==> config.mk <==
export PLATFORM = sky130hd
export DESIGN_NAME = magnitude_top
export DESIGN_NICKNAME = d
export VERILOG_FILES = /design/src/ap_parameters.sv /design/src/mel_band_pkg.sv /design/src/square_sum.sv /design/src/isqrt_pipe.sv /design/src/band_accumulator.sv /design/src/magnitude_top.sv
export SDC_FILE = /design/constraint.sdc
export NUM_CORES = 2
export LEC_CHECK = 0
export ABC_AREA = 0
export BUFFER_PORTS_ARGS = -buffer_cell sky130_fd_sc_hd__buf_2
export CAP_MARGIN = 20
export CORE_MARGIN = 4
export CORE_UTILIZATION = 55
export CTS_BUF_LIST = sky130_fd_sc_hd__clkbuf_8
export CTS_CLUSTER_SIZE = 25
export DETAILED_ROUTE_END_ITERATION = 8
export PLACE_DENSITY = 0.74
export SKIP_CTS_REPAIR_TIMING = 1
export SLEW_MARGIN = 20
export SYNTH_ARGS = -nofsm -noshare
export SYNTH_HDL_FRONTEND = slang
export SYNTH_HIERARCHICAL = 1
export SYNTH_SLANG_ARGS = --single-unit
==> constraint.sdc <==
create_clock -name clk -period 6 [get_ports clk]
set_input_delay 0.3 -clock clk [delete_from_list [all_inputs] [get_ports clk]]
set_output_delay 0.3 -clock clk [all_outputs]
set_load 0.005 [all_outputs]
==> src/ap_parameters.sv <==
// data widths and frame geometry shared by the spectral magnitude RTL, referenced by scoped name
package ap_parameters;

    // ----------------------------------------
    // datapath widths
    // ----------------------------------------

    // one signed fft part, real or imag
    localparam int FFT_DATA_WIDTH = 16;

    // real^2 + imag^2, worst case 2 * 2^30 = 2^31
    localparam int SQ_WIDTH = 2 * FFT_DATA_WIDTH;

    // floor root of the sum, max 46340
    localparam int MAG_WIDTH = SQ_WIDTH / 2;

    // band energy, sum of up to 64 magnitudes
    localparam int MEL_DATA_WIDTH = 32;

    // ----------------------------------------
    // frame geometry
    // ----------------------------------------

    localparam int FFT_BINS      = 64;                 // bins per frame
    localparam int BIN_IDX_WIDTH = $clog2(FFT_BINS);   // bin counter, 6 bits

endpackage

==> src/mel_band_pkg.sv <==
// band table and accumulator state type for the rectangular band energy stage
package mel_band_pkg;

    // ----------------------------------------
    // band layout
    // ----------------------------------------

    localparam int NUM_BANDS      = 8;
    localparam int BAND_IDX_WIDTH = $clog2(NUM_BANDS);   // 3 bits

    // last bin of each band, inclusive
    // band 0 starts at bin 0, band n starts at BAND_LAST_BIN[n-1] + 1
    // bins 53..63 fall outside every band
    localparam logic [ap_parameters::BIN_IDX_WIDTH-1:0] BAND_LAST_BIN [NUM_BANDS] = '{
        6'd1,    // band 0: bins 0..1
        6'd3,    // band 1: bins 2..3
        6'd6,    // band 2: bins 4..6
        6'd10,   // band 3: bins 7..10
        6'd16,   // band 4: bins 11..16
        6'd24,   // band 5: bins 17..24
        6'd36,   // band 6: bins 25..36
        6'd52    // band 7: bins 37..52
    };

    // ----------------------------------------
    // accumulator FSM
    // ----------------------------------------

    typedef enum logic {
        acc_idle = 1'b0,   // waiting for frame start
        acc_run  = 1'b1    // inside a frame, counting bins
    } acc_state_t;

endpackage

==> src/square_sum.sv <==
// two-stage squarer that turns a signed complex bin into real^2 + imag^2 for the square root
`timescale 1ns/1ns

module square_sum (
    input  logic                                     clk,
    input  logic                                     rst,
    input  logic                                     bin_valid,
    input  logic                                     frame_start,
    input  logic signed [ap_parameters::FFT_DATA_WIDTH-1:0] real_part,
    input  logic signed [ap_parameters::FFT_DATA_WIDTH-1:0] imag_part,
    output logic                                     sq_valid,
    output logic                                     sq_frame_start,
    output logic        [ap_parameters::SQ_WIDTH-1:0] sum_squares
);

    // stage 1 registers
    logic                                       s1_valid;
    logic                                       s1_frame_start;
    logic signed [ap_parameters::SQ_WIDTH-1:0]  real_sq;   // max 2^30 and never negative
    logic signed [ap_parameters::SQ_WIDTH-1:0]  imag_sq;

    // ----------------------------------------
    // flags shift along for 2 cycles
    // ----------------------------------------
    always_ff @(posedge clk) begin
        if (rst) begin
            s1_valid       <= 1'b0;
            s1_frame_start <= 1'b0;
            sq_valid       <= 1'b0;
            sq_frame_start <= 1'b0;
        end else begin
            s1_valid       <= bin_valid;
            s1_frame_start <= frame_start & bin_valid;   // flag only meaningful with a bin
            sq_valid       <= s1_valid;
            sq_frame_start <= s1_frame_start;
        end
    end

    // ----------------------------------------
    // datapath
    // ----------------------------------------
    always_ff @(posedge clk) begin
        // operands sign-extend to 32 bits before the multiply
        real_sq <= ap_parameters::SQ_WIDTH'(real_part) * ap_parameters::SQ_WIDTH'(real_part);
        imag_sq <= ap_parameters::SQ_WIDTH'(imag_part) * ap_parameters::SQ_WIDTH'(imag_part);
        // both squares non-negative so the sum fits unsigned 32 bits
        sum_squares <= $unsigned(real_sq) + $unsigned(imag_sq);
    end

endmodule

==> src/isqrt_pipe.sv <==
// pipelined restoring integer square root, one root bit per stage, floor result every cycle
`timescale 1ns/1ns

module isqrt_pipe #(
    parameter int RADICAND_WIDTH = 32   // must be even
) (
    input  logic                          clk,
    input  logic                          rst,
    input  logic                          in_valid,
    input  logic                          in_frame_start,
    input  logic [RADICAND_WIDTH-1:0]     radicand,
    output logic                          out_valid,
    output logic                          out_frame_start,
    output logic [RADICAND_WIDTH/2-1:0]   root
);

    localparam int ROOT_WIDTH = RADICAND_WIDTH / 2;
    localparam int STAGES     = ROOT_WIDTH;         // one bit decided per stage

    // index s = inputs of stage s, index 0 fed from the ports
    logic [RADICAND_WIDTH-1:0] rad_q  [0:STAGES-1];   // unconsumed radicand, msb aligned
    logic [RADICAND_WIDTH-1:0] rem_q  [0:STAGES-1];   // partial remainder
    logic [ROOT_WIDTH-1:0]     root_q [0:STAGES];     // partial root, grows from lsb
    logic [STAGES:0]           valid_q;
    logic [STAGES:0]           frame_q;

    assign rad_q[0]   = radicand;
    assign rem_q[0]   = '0;
    assign root_q[0]  = '0;
    assign valid_q[0] = in_valid;
    assign frame_q[0] = in_frame_start;

    // ----------------------------------------
    // stage chain
    // ----------------------------------------
    for (genvar s = 0; s < STAGES; s++) begin : stage_g
        logic [RADICAND_WIDTH-1:0] rem_shift;   // remainder with next two radicand bits
        logic [RADICAND_WIDTH-1:0] trial;       // 4*root + 1
        logic                      bit_set;     // trial fits, root bit is 1

        assign rem_shift = {rem_q[s][RADICAND_WIDTH-3:0], rad_q[s][RADICAND_WIDTH-1 -: 2]};
        assign trial     = {{(RADICAND_WIDTH-ROOT_WIDTH-2){1'b0}}, root_q[s], 2'b01};
        assign bit_set   = (rem_shift >= trial);

        // sideband flags ride along with the data
        always_ff @(posedge clk) begin
            if (rst) begin
                valid_q[s+1] <= 1'b0;
                frame_q[s+1] <= 1'b0;
            end else begin
                valid_q[s+1] <= valid_q[s];
                frame_q[s+1] <= frame_q[s];
            end
        end

        always_ff @(posedge clk) begin
            root_q[s+1] <= {root_q[s][ROOT_WIDTH-2:0], bit_set};
        end

        // last stage only needs the root bit
        if (s < STAGES - 1) begin : carry_g
            always_ff @(posedge clk) begin
                rad_q[s+1] <= {rad_q[s][RADICAND_WIDTH-3:0], 2'b00};   // consume two bits
                if (bit_set) begin
                    rem_q[s+1] <= rem_shift - trial;   // restoring step
                end else begin
                    rem_q[s+1] <= rem_shift;
                end
            end
        end
    end

    // ----------------------------------------
    // outputs
    // ----------------------------------------
    assign out_valid       = valid_q[STAGES];
    assign out_frame_start = frame_q[STAGES];
    assign root            = root_q[STAGES];   // floor(sqrt(radicand))

endmodule

==> src/band_accumulator.sv <==
// sums magnitudes over each rectangular band of a frame and emits one registered energy per band
`timescale 1ns/1ns

module band_accumulator (
    input  logic                                       clk,
    input  logic                                       rst,
    input  logic                                       mag_valid,
    input  logic                                       mag_frame_start,
    input  logic [ap_parameters::MAG_WIDTH-1:0]        magnitude,
    output logic                                       band_valid,
    output logic [mel_band_pkg::BAND_IDX_WIDTH-1:0]    band_index,
    output logic [ap_parameters::MEL_DATA_WIDTH-1:0]   band_energy
);

    localparam logic [mel_band_pkg::BAND_IDX_WIDTH-1:0] LAST_BAND =
        mel_band_pkg::BAND_IDX_WIDTH'(mel_band_pkg::NUM_BANDS - 1);

    // ----------------------------------------
    // state and running sums
    // ----------------------------------------
    mel_band_pkg::acc_state_t                    state, state_nxt;
    logic [ap_parameters::BIN_IDX_WIDTH-1:0]     bin_cnt, bin_cnt_nxt;     // bin of next magnitude
    logic [mel_band_pkg::BAND_IDX_WIDTH-1:0]     band_sel, band_sel_nxt;   // band being summed
    logic [ap_parameters::MEL_DATA_WIDTH-1:0]    acc;                      // partial band sum

    // view of the current bin, frame start overrides the counters
    logic                                        in_frame;
    logic                                        band_done;
    logic [ap_parameters::BIN_IDX_WIDTH-1:0]     cur_bin;
    logic [mel_band_pkg::BAND_IDX_WIDTH-1:0]     cur_band;
    logic [ap_parameters::MEL_DATA_WIDTH-1:0]    cur_sum;

    always_comb begin
        // frame start restarts the count, partial band dropped
        cur_bin  = mag_frame_start ? '0 : bin_cnt;
        cur_band = mag_frame_start ? '0 : band_sel;
        cur_sum  = (mag_frame_start ? '0 : acc) + ap_parameters::MEL_DATA_WIDTH'(magnitude);

        // outside a frame valid magnitudes are ignored
        in_frame  = mag_valid && (mag_frame_start || state == mel_band_pkg::acc_run);
        band_done = in_frame && (cur_bin == mel_band_pkg::BAND_LAST_BIN[cur_band]);
    end

    // ----------------------------------------
    // next state
    // ----------------------------------------
    always_comb begin
        state_nxt    = state;
        bin_cnt_nxt  = bin_cnt;
        band_sel_nxt = band_sel;
        if (in_frame) begin
            state_nxt    = mel_band_pkg::acc_run;
            bin_cnt_nxt  = cur_bin + 1'b1;
            band_sel_nxt = cur_band;
            if (band_done) begin
                band_sel_nxt = cur_band + 1'b1;   // wraps to 0 after the last band
                if (cur_band == LAST_BAND) begin
                    state_nxt = mel_band_pkg::acc_idle;   // tail bins 53..63 ignored
                end
            end
        end
    end

    always_ff @(posedge clk) begin
        if (rst) begin
            state      <= mel_band_pkg::acc_idle;
            bin_cnt    <= '0;
            band_sel   <= '0;
            band_valid <= 1'b0;
        end else begin
            state      <= state_nxt;
            bin_cnt    <= bin_cnt_nxt;
            band_sel   <= band_sel_nxt;
            band_valid <= band_done;   // 1 cycle after the closing bin
        end
    end

    // ----------------------------------------
    // sum and output registers
    // ----------------------------------------
    always_ff @(posedge clk) begin
        if (in_frame) begin
            acc <= band_done ? '0 : cur_sum;   // clear for the next band
        end
        if (band_done) begin
            band_index  <= cur_band;
            band_energy <= cur_sum;   // includes the closing bin
        end
    end

endmodule

==> src/magnitude_top.sv <==
// spectral magnitude stage top, bin in, magnitude after 18 cycles, band energies after 19
`timescale 1ns/1ns

module magnitude_top #(
    parameter int RADICAND_WIDTH = ap_parameters::SQ_WIDTH   // root width = half of this
) (
    input  logic                                            clk,
    input  logic                                            rst,
    input  logic                                            bin_valid,
    input  logic                                            frame_start,   // with bin 0
    input  logic signed [ap_parameters::FFT_DATA_WIDTH-1:0] real_part,
    input  logic signed [ap_parameters::FFT_DATA_WIDTH-1:0] imag_part,
    output logic                                            mag_valid,
    output logic        [ap_parameters::MAG_WIDTH-1:0]      magnitude,
    output logic                                            band_valid,
    output logic        [mel_band_pkg::BAND_IDX_WIDTH-1:0]  band_index,
    output logic        [ap_parameters::MEL_DATA_WIDTH-1:0] band_energy
);

    // ----------------------------------------
    // interstage wires
    // ----------------------------------------
    logic                                sq_valid;
    logic                                sq_frame_start;
    logic [RADICAND_WIDTH-1:0]           sum_squares;
    logic                                root_valid;
    logic                                root_frame_start;
    logic [RADICAND_WIDTH/2-1:0]         root;

    assign mag_valid = root_valid;
    assign magnitude = root;

    // real^2 + imag^2, 2 cycles
    square_sum square_sum_i (
        .clk            (clk),
        .rst            (rst),
        .bin_valid      (bin_valid),
        .frame_start    (frame_start),
        .real_part      (real_part),
        .imag_part      (imag_part),
        .sq_valid       (sq_valid),
        .sq_frame_start (sq_frame_start),
        .sum_squares    (sum_squares)
    );

    // floor root, 16 cycles at default width
    isqrt_pipe #(
        .RADICAND_WIDTH (RADICAND_WIDTH)
    ) isqrt_pipe_i (
        .clk             (clk),
        .rst             (rst),
        .in_valid        (sq_valid),
        .in_frame_start  (sq_frame_start),
        .radicand        (sum_squares),
        .out_valid       (root_valid),
        .out_frame_start (root_frame_start),
        .root            (root)
    );

    // per-band sums, registered output
    band_accumulator band_accumulator_i (
        .clk             (clk),
        .rst             (rst),
        .mag_valid       (root_valid),
        .mag_frame_start (root_frame_start),
        .magnitude       (root),
        .band_valid      (band_valid),
        .band_index      (band_index),
        .band_energy     (band_energy)
    );

endmodule

* After elaboration in Yosys (flattened, before gate mapping)
Memories as Yosys holds them, arrays and structs flattened.
Cells that the tools add are included.
** Operators by class
- Add/sub/neg operators :: 19
- $mul :: 2
- $lt $le $gt $ge :: 17
- Equality and inequality tests :: 2
- Muxes and demuxes :: 23
- Bitwise operators :: 2
- Reduce and logical (&&, ||, !) cells :: 3
** Operator list (number)
- $mux 30 :: 14
- $mul 16x16->32 :: 2
- $add 32x16->32 :: 1
- $add 32x32->32 :: 1
- $ge 32x10->1 :: 1
- $ge 32x11->1 :: 1
- $ge 32x12->1 :: 1
- $ge 32x13->1 :: 1
- $ge 32x14->1 :: 1
- $ge 32x15->1 :: 1
- $ge 32x16->1 :: 1
- $ge 32x17->1 :: 1
- $ge 32x3->1 :: 1
- $ge 32x4->1 :: 1
- $ge 32x5->1 :: 1
- $ge 32x6->1 :: 1
- $ge 32x7->1 :: 1
- $ge 32x8->1 :: 1
- $ge 32x9->1 :: 1
- $mux 32 :: 1
- $sub 30x10->30 :: 1
- $sub 30x11->30 :: 1
- $sub 30x12->30 :: 1
- $sub 30x13->30 :: 1
- other kinds (25) :: 30
** Storage, ports and cells
- Register bits after elaboration :: 1009
- Bits in read-only memories :: 48
- Output and inout port bits :: 53
- Memories kept :: 1
** Memories
- (no name shown) :: words 8, width 6, rd ports 1, clocked after Yosys merged registers in 0, write ports 0, RTL line band_accumulator.sv:41 : band_done = in_frame && (cur_bin == mel_band_pkg::BAND_LAST_BIN[cur_band]);

* Longest topological paths before layout
- Depth after elaboration :: 8
- Mapped depth :: 25
- Gate-level depth less buffers :: 24

* Hierarchy
The synthesis kept the hierarchy.
** Modules (own cells, without submodules)
- isqrt_pipe :: instances 1, cells an instance 2997, area an instance 30325.3 um^2, seq. area each 16335.7 um^2
- square_sum :: instances 1, cells an instance 2252, area an instance 21109.0 um^2, seq. area each 1961.9 um^2
- band_accumulator :: instances 1, cells an instance 415, area an instance 4401.7 um^2, seq. area each 2232.1 um^2

* Worst setup path before layout
Ideal clock, no wire load.
- Path type :: input-to-reg
- From :: in imag_part[15] (netlist name)
- To :: reg square_sum_i/imag_sq[31] (netlist name)
- Library setup time :: 0.072 ns
- Arrival :: 6.317 ns
- Required time :: 5.928 ns
- Setup slack :: -0.389 ns
- Cell stages on the path :: 22
- Cell sequence :: clkbuf_1 > buf_1 > nand2_1 > fa_1 > inv_1 > fa_1 > fa_1 > fa_1 > fa_1 > inv_1 > fa_1 > inv_1 > ha_1 > a21oi_1 > o21ai_1 > a21o_1 > a221oi_1 > o21ai_1 > a2111oi_0 > o21bai_1 > a21oi_1 > xnor2_1
** Between the ends
- Longest elaborated chain between the ends :: 1
** Ends and longest elaborated chain
- start, declared :: RTL line magnitude_top.sv:12 : input logic signed [ap_parameters::FFT_DATA_WIDTH-1:0] imag_part,
- $mul 16x16->32 :: RTL line square_sum.sv:45 : imag_sq <= ap_parameters::SQ_WIDTH'(imag_part) * ap_parameters::SQ_WIDTH'(imag_part);
- end signal, assigned :: RTL line square_sum.sv:45
- end, declared :: RTL line square_sum.sv:20 : logic signed [ap_parameters::SQ_WIDTH-1:0] imag_sq;
Every way passes these cells.
A chain may end at the register's enable or synchronous reset.

* Worst setup path after layout
- From :: in real_part[0] (netlist name)
- To :: reg square_sum_i/real_sq[28] (netlist name)
** Between the ends
- Longest elaborated chain between the ends :: 1
** Ends and longest elaborated chain
- start, declared :: RTL line magnitude_top.sv:11 : input logic signed [ap_parameters::FFT_DATA_WIDTH-1:0] real_part,
- $mul 16x16->32 :: RTL line square_sum.sv:44 : real_sq <= ap_parameters::SQ_WIDTH'(real_part) * ap_parameters::SQ_WIDTH'(real_part);
- end signal, assigned :: RTL line square_sum.sv:44
- end, declared :: RTL line square_sum.sv:19 : logic signed [ap_parameters::SQ_WIDTH-1:0] real_sq;
Every way passes these cells.

==> results.sh <==
export IMPL_synth_nets=6557
export IMPL_arrival_ns=6.27
export IMPL_die_w_um=327
export IMPL_rsz0062_at_grt="false"
export IMPL_coreArea_mm2=0.100
export IMPL_ys_top_cells_by_count="dfxtp_1 (925), inv_1 (881), fa_1 (470)"
export IMPL_avgViaCountPerCell=5.15
export IMPL_finalCriticalPeriod_ns=5.61
export IMPL_cts_sinks=992
export IMPL_slew_headroom_pct=26.6
export IMPL_numCtsBuffers=155
export IMPL_grt_pass1_wl_um=188000
export IMPL_ant_nets=0
export IMPL_grt_start_max_net_pins=47
export IMPL_die_area_mm2=0.107
export IMPL_grt_pass1_vias=40200
export IMPL_dp_hpwl_um=89200
export IMPL_drtIter0Drc=2029
export IMPL_ys_seq_area_share_pct=36.8
export IMPL_vias=38500
export IMPL_ioPinCount=89
export IMPL_r2r_slack_ns=2.22
export IMPL_drive_above_1_share_pct=10.5
export IMPL_netlist_instances=5664
export IMPL_area_growth_pct=11.8
export IMPL_antenna_found_initial=1
export IMPL_dp_slack_ns=-0.222
export IMPL_drv_cap=0
export IMPL_yosysTopAreaCell="dfxtp_1"
export IMPL_fmax_mhz=178
export IMPL_tritoncts="done"
export IMPL_fillerInstances=8260
export IMPL_synthTopCellsByArea="dfxtp_1 (33%), fa_1 (17%), ha_1 (8.7%)"
export IMPL_setup_viol=0
export IMPL_yosysMostFrequentCell="dfxtp_1"
export IMPL_wl_um=111000
export IMPL_gp_congestion=0.930
export IMPL_ctsRootBufferMaster="clkbuf_8"
export IMPL_cts_buffer_depth=3
export IMPL_synth_edf_count=67
export IMPL_cp_required_ns=6.66
export IMPL_hold_ws_ns=0.0707
export IMPL_dr_pass1_iters=5
export IMPL_die_h_um=327
export IMPL_overflow=0
export IMPL_fin_setup_tns_ns=0
export IMPL_nets=6898
export IMPL_synthFlopType="dfxtp_1"
export IMPL_crit_fanout=9
export IMPL_ys_ff_latch=992
export IMPL_clkTransAtPathRegs_ns=0.06
export IMPL_synth_async_reset_ratio_pct=0
export IMPL_layout_setup_ws_ns=0.388
export IMPL_multiInputGateArea_mm2=0.0314
export IMPL_drcViolationCount=0
export IMPL_clk_latency_ns=0.81
export IMPL_start_util_pct=55.6
export IMPL_period_share_pct=93.5
export IMPL_postLayoutCoreUtil_pct=62.1
export IMPL_avgRoutedWirePerCell_um=14.8
export IMPL_critPathLaunchType="primary input"
export IMPL_regArea_mm2=0.0205
export IMPL_crit_path_end_kind="flop"
export IMPL_htreeDepth=4
export IMPL_outcome="finished clean"
export IMPL_drv_slew=0
export IMPL_grt_usage_pct=21.1
export IMPL_worstMarginPinSlew_ns=1.09
export IMPL_netlist_area_mm2=0.0558
export IMPL_port_buffers=88
export IMPL_hold_violations=0
export IMPL_rows=116
export IMPL_hold_path_class="primary input to flop"
export IMPL_syn_area_per_cell_um2=9.86
export IMPL_synth_cell_types=108
export IMPL_worstSetupPathType="primary input to flop"
export IMPL_ys_warn_count=6
export IMPL_fin_skew_ns=0.0455
export IMPL_synth_top_area_share_pct=33.2
[cell type report]
type                            instances  area share [%]
Clock buffer                          184            4.06
Antenna cell                            2         0.00802
Tap cell                             1357            2.72
Timing Repair Buffer                  317            3.52
Clock inverter                         91            1.11
Inverter                              888            5.34
Sequential cell                       992            32.9
Multi-Input combinational cell       3651            50.4
[critical path: stages]
cell and delay (ns):
dlygate4sd3_1 0.52, buf_2 0.17, buf_4 0.19, and2_1 0.18
inv_1 0.06, fa_1 0.42, inv_1 0.08, ha_1 0.14
inv_1 0.05, fa_1 0.38, fa_1 0.49, inv_1 0.06
fa_1 0.53, inv_1 0.05, fa_1 0.47, inv_1 0.04
ha_1 0.29, a21o_1 0.19, a21oi_1 0.19, nor2b_1 0.07
a311oi_1 0.36, a21oi_1 0.20, a221o_1 0.43, a21oi_2 0.17
o21bai_1 0.09, xor2_1 0.15
[flip-flops by register name, summed over array words and instances (netlist names), 3 cells and up]
register                        cells
isqrt_pipe_i/rad_q                240
isqrt_pipe_i/rem_q                408
square_sum_i/real_sq               31
band_accumulator_i/bin_cnt          6
isqrt_pipe_i/root_q               120
isqrt_pipe_i/valid_q               15
band_accumulator_i/band_index       3
square_sum_i/imag_sq               31
isqrt_pipe_i/frame_q               15
band_accumulator_i/band_sel         3
square_sum_i/sum_squares           32
band_accumulator_i/acc             32
band_accumulator_i/band_energy     32
isqrt_pipe_i/root                  16
[per-stage QoR]
stage               std cells  instance area (um^2)
detailed placement       7200                 59100
global placement         7200                 59100
CTS                      7475                 62300
floorplan                5664                 55900
global route             7482                 62400
finish                   7482                 62400
[cells by family after synthesis]
logic type	count (synthesis)	synth area share, %
and+or+nand+nor	1544	14.0
buffers and inverters	1021	7.03
DFF	992	36.8
adders and majority gates	857	25.5
AOI/OAI and AO/OA	762	8.94
xor gates and xnor gates	459	7.20
muxes	28	0.545
other	1	0.00672
[layer usage]
metal,vias to the layer above,routed length (um),global-route usage (%)
li1,19100,-,-
met1,18400,45700,24.2
met2,777,57900,39.4
met3,235,4370,3.74
met4,0,3180,7.27
met5,-,0,0
[final timing paths]
path | startpoint | end | depth (start not counted)
hold reg to reg | isqrt_pipe_i/rad_q[183]$_DFF_P_ | isqrt_pipe_i/rad_q[153]$_DFF_P_ | 0
setup / recovery | real_part[0] | square_sum_i/real_sq[28]$_DFF_P_ | 26
hold / removal | rst | isqrt_pipe_i/out_frame_start$_SDFF_PP0_ | 2
setup reg to reg | isqrt_pipe_i/out_frame_start$_SDFF_PP0_ | band_accumulator_i/band_energy[14]$_DFFE_PP_ | 10
[placed cells by master (no fill, tap or decap), types with 93 or more instances in the layout]
cell type,n
nand2_1,387
nor3_1,134
dfxtp_1,925
ha_1,387
nor2b_1,114
xor2_1,199
and2_1,93
o21ai_0,142
a21oi_1,218
inv_1,929
fa_1,467
buf_4,222
clkbuf_8,184
nor2_1,356
xnor2_1,260
Power is left out: the tool's default activity adds up to more than one toggle a clock period on the data nets, which glitch-free logic cannot reach.
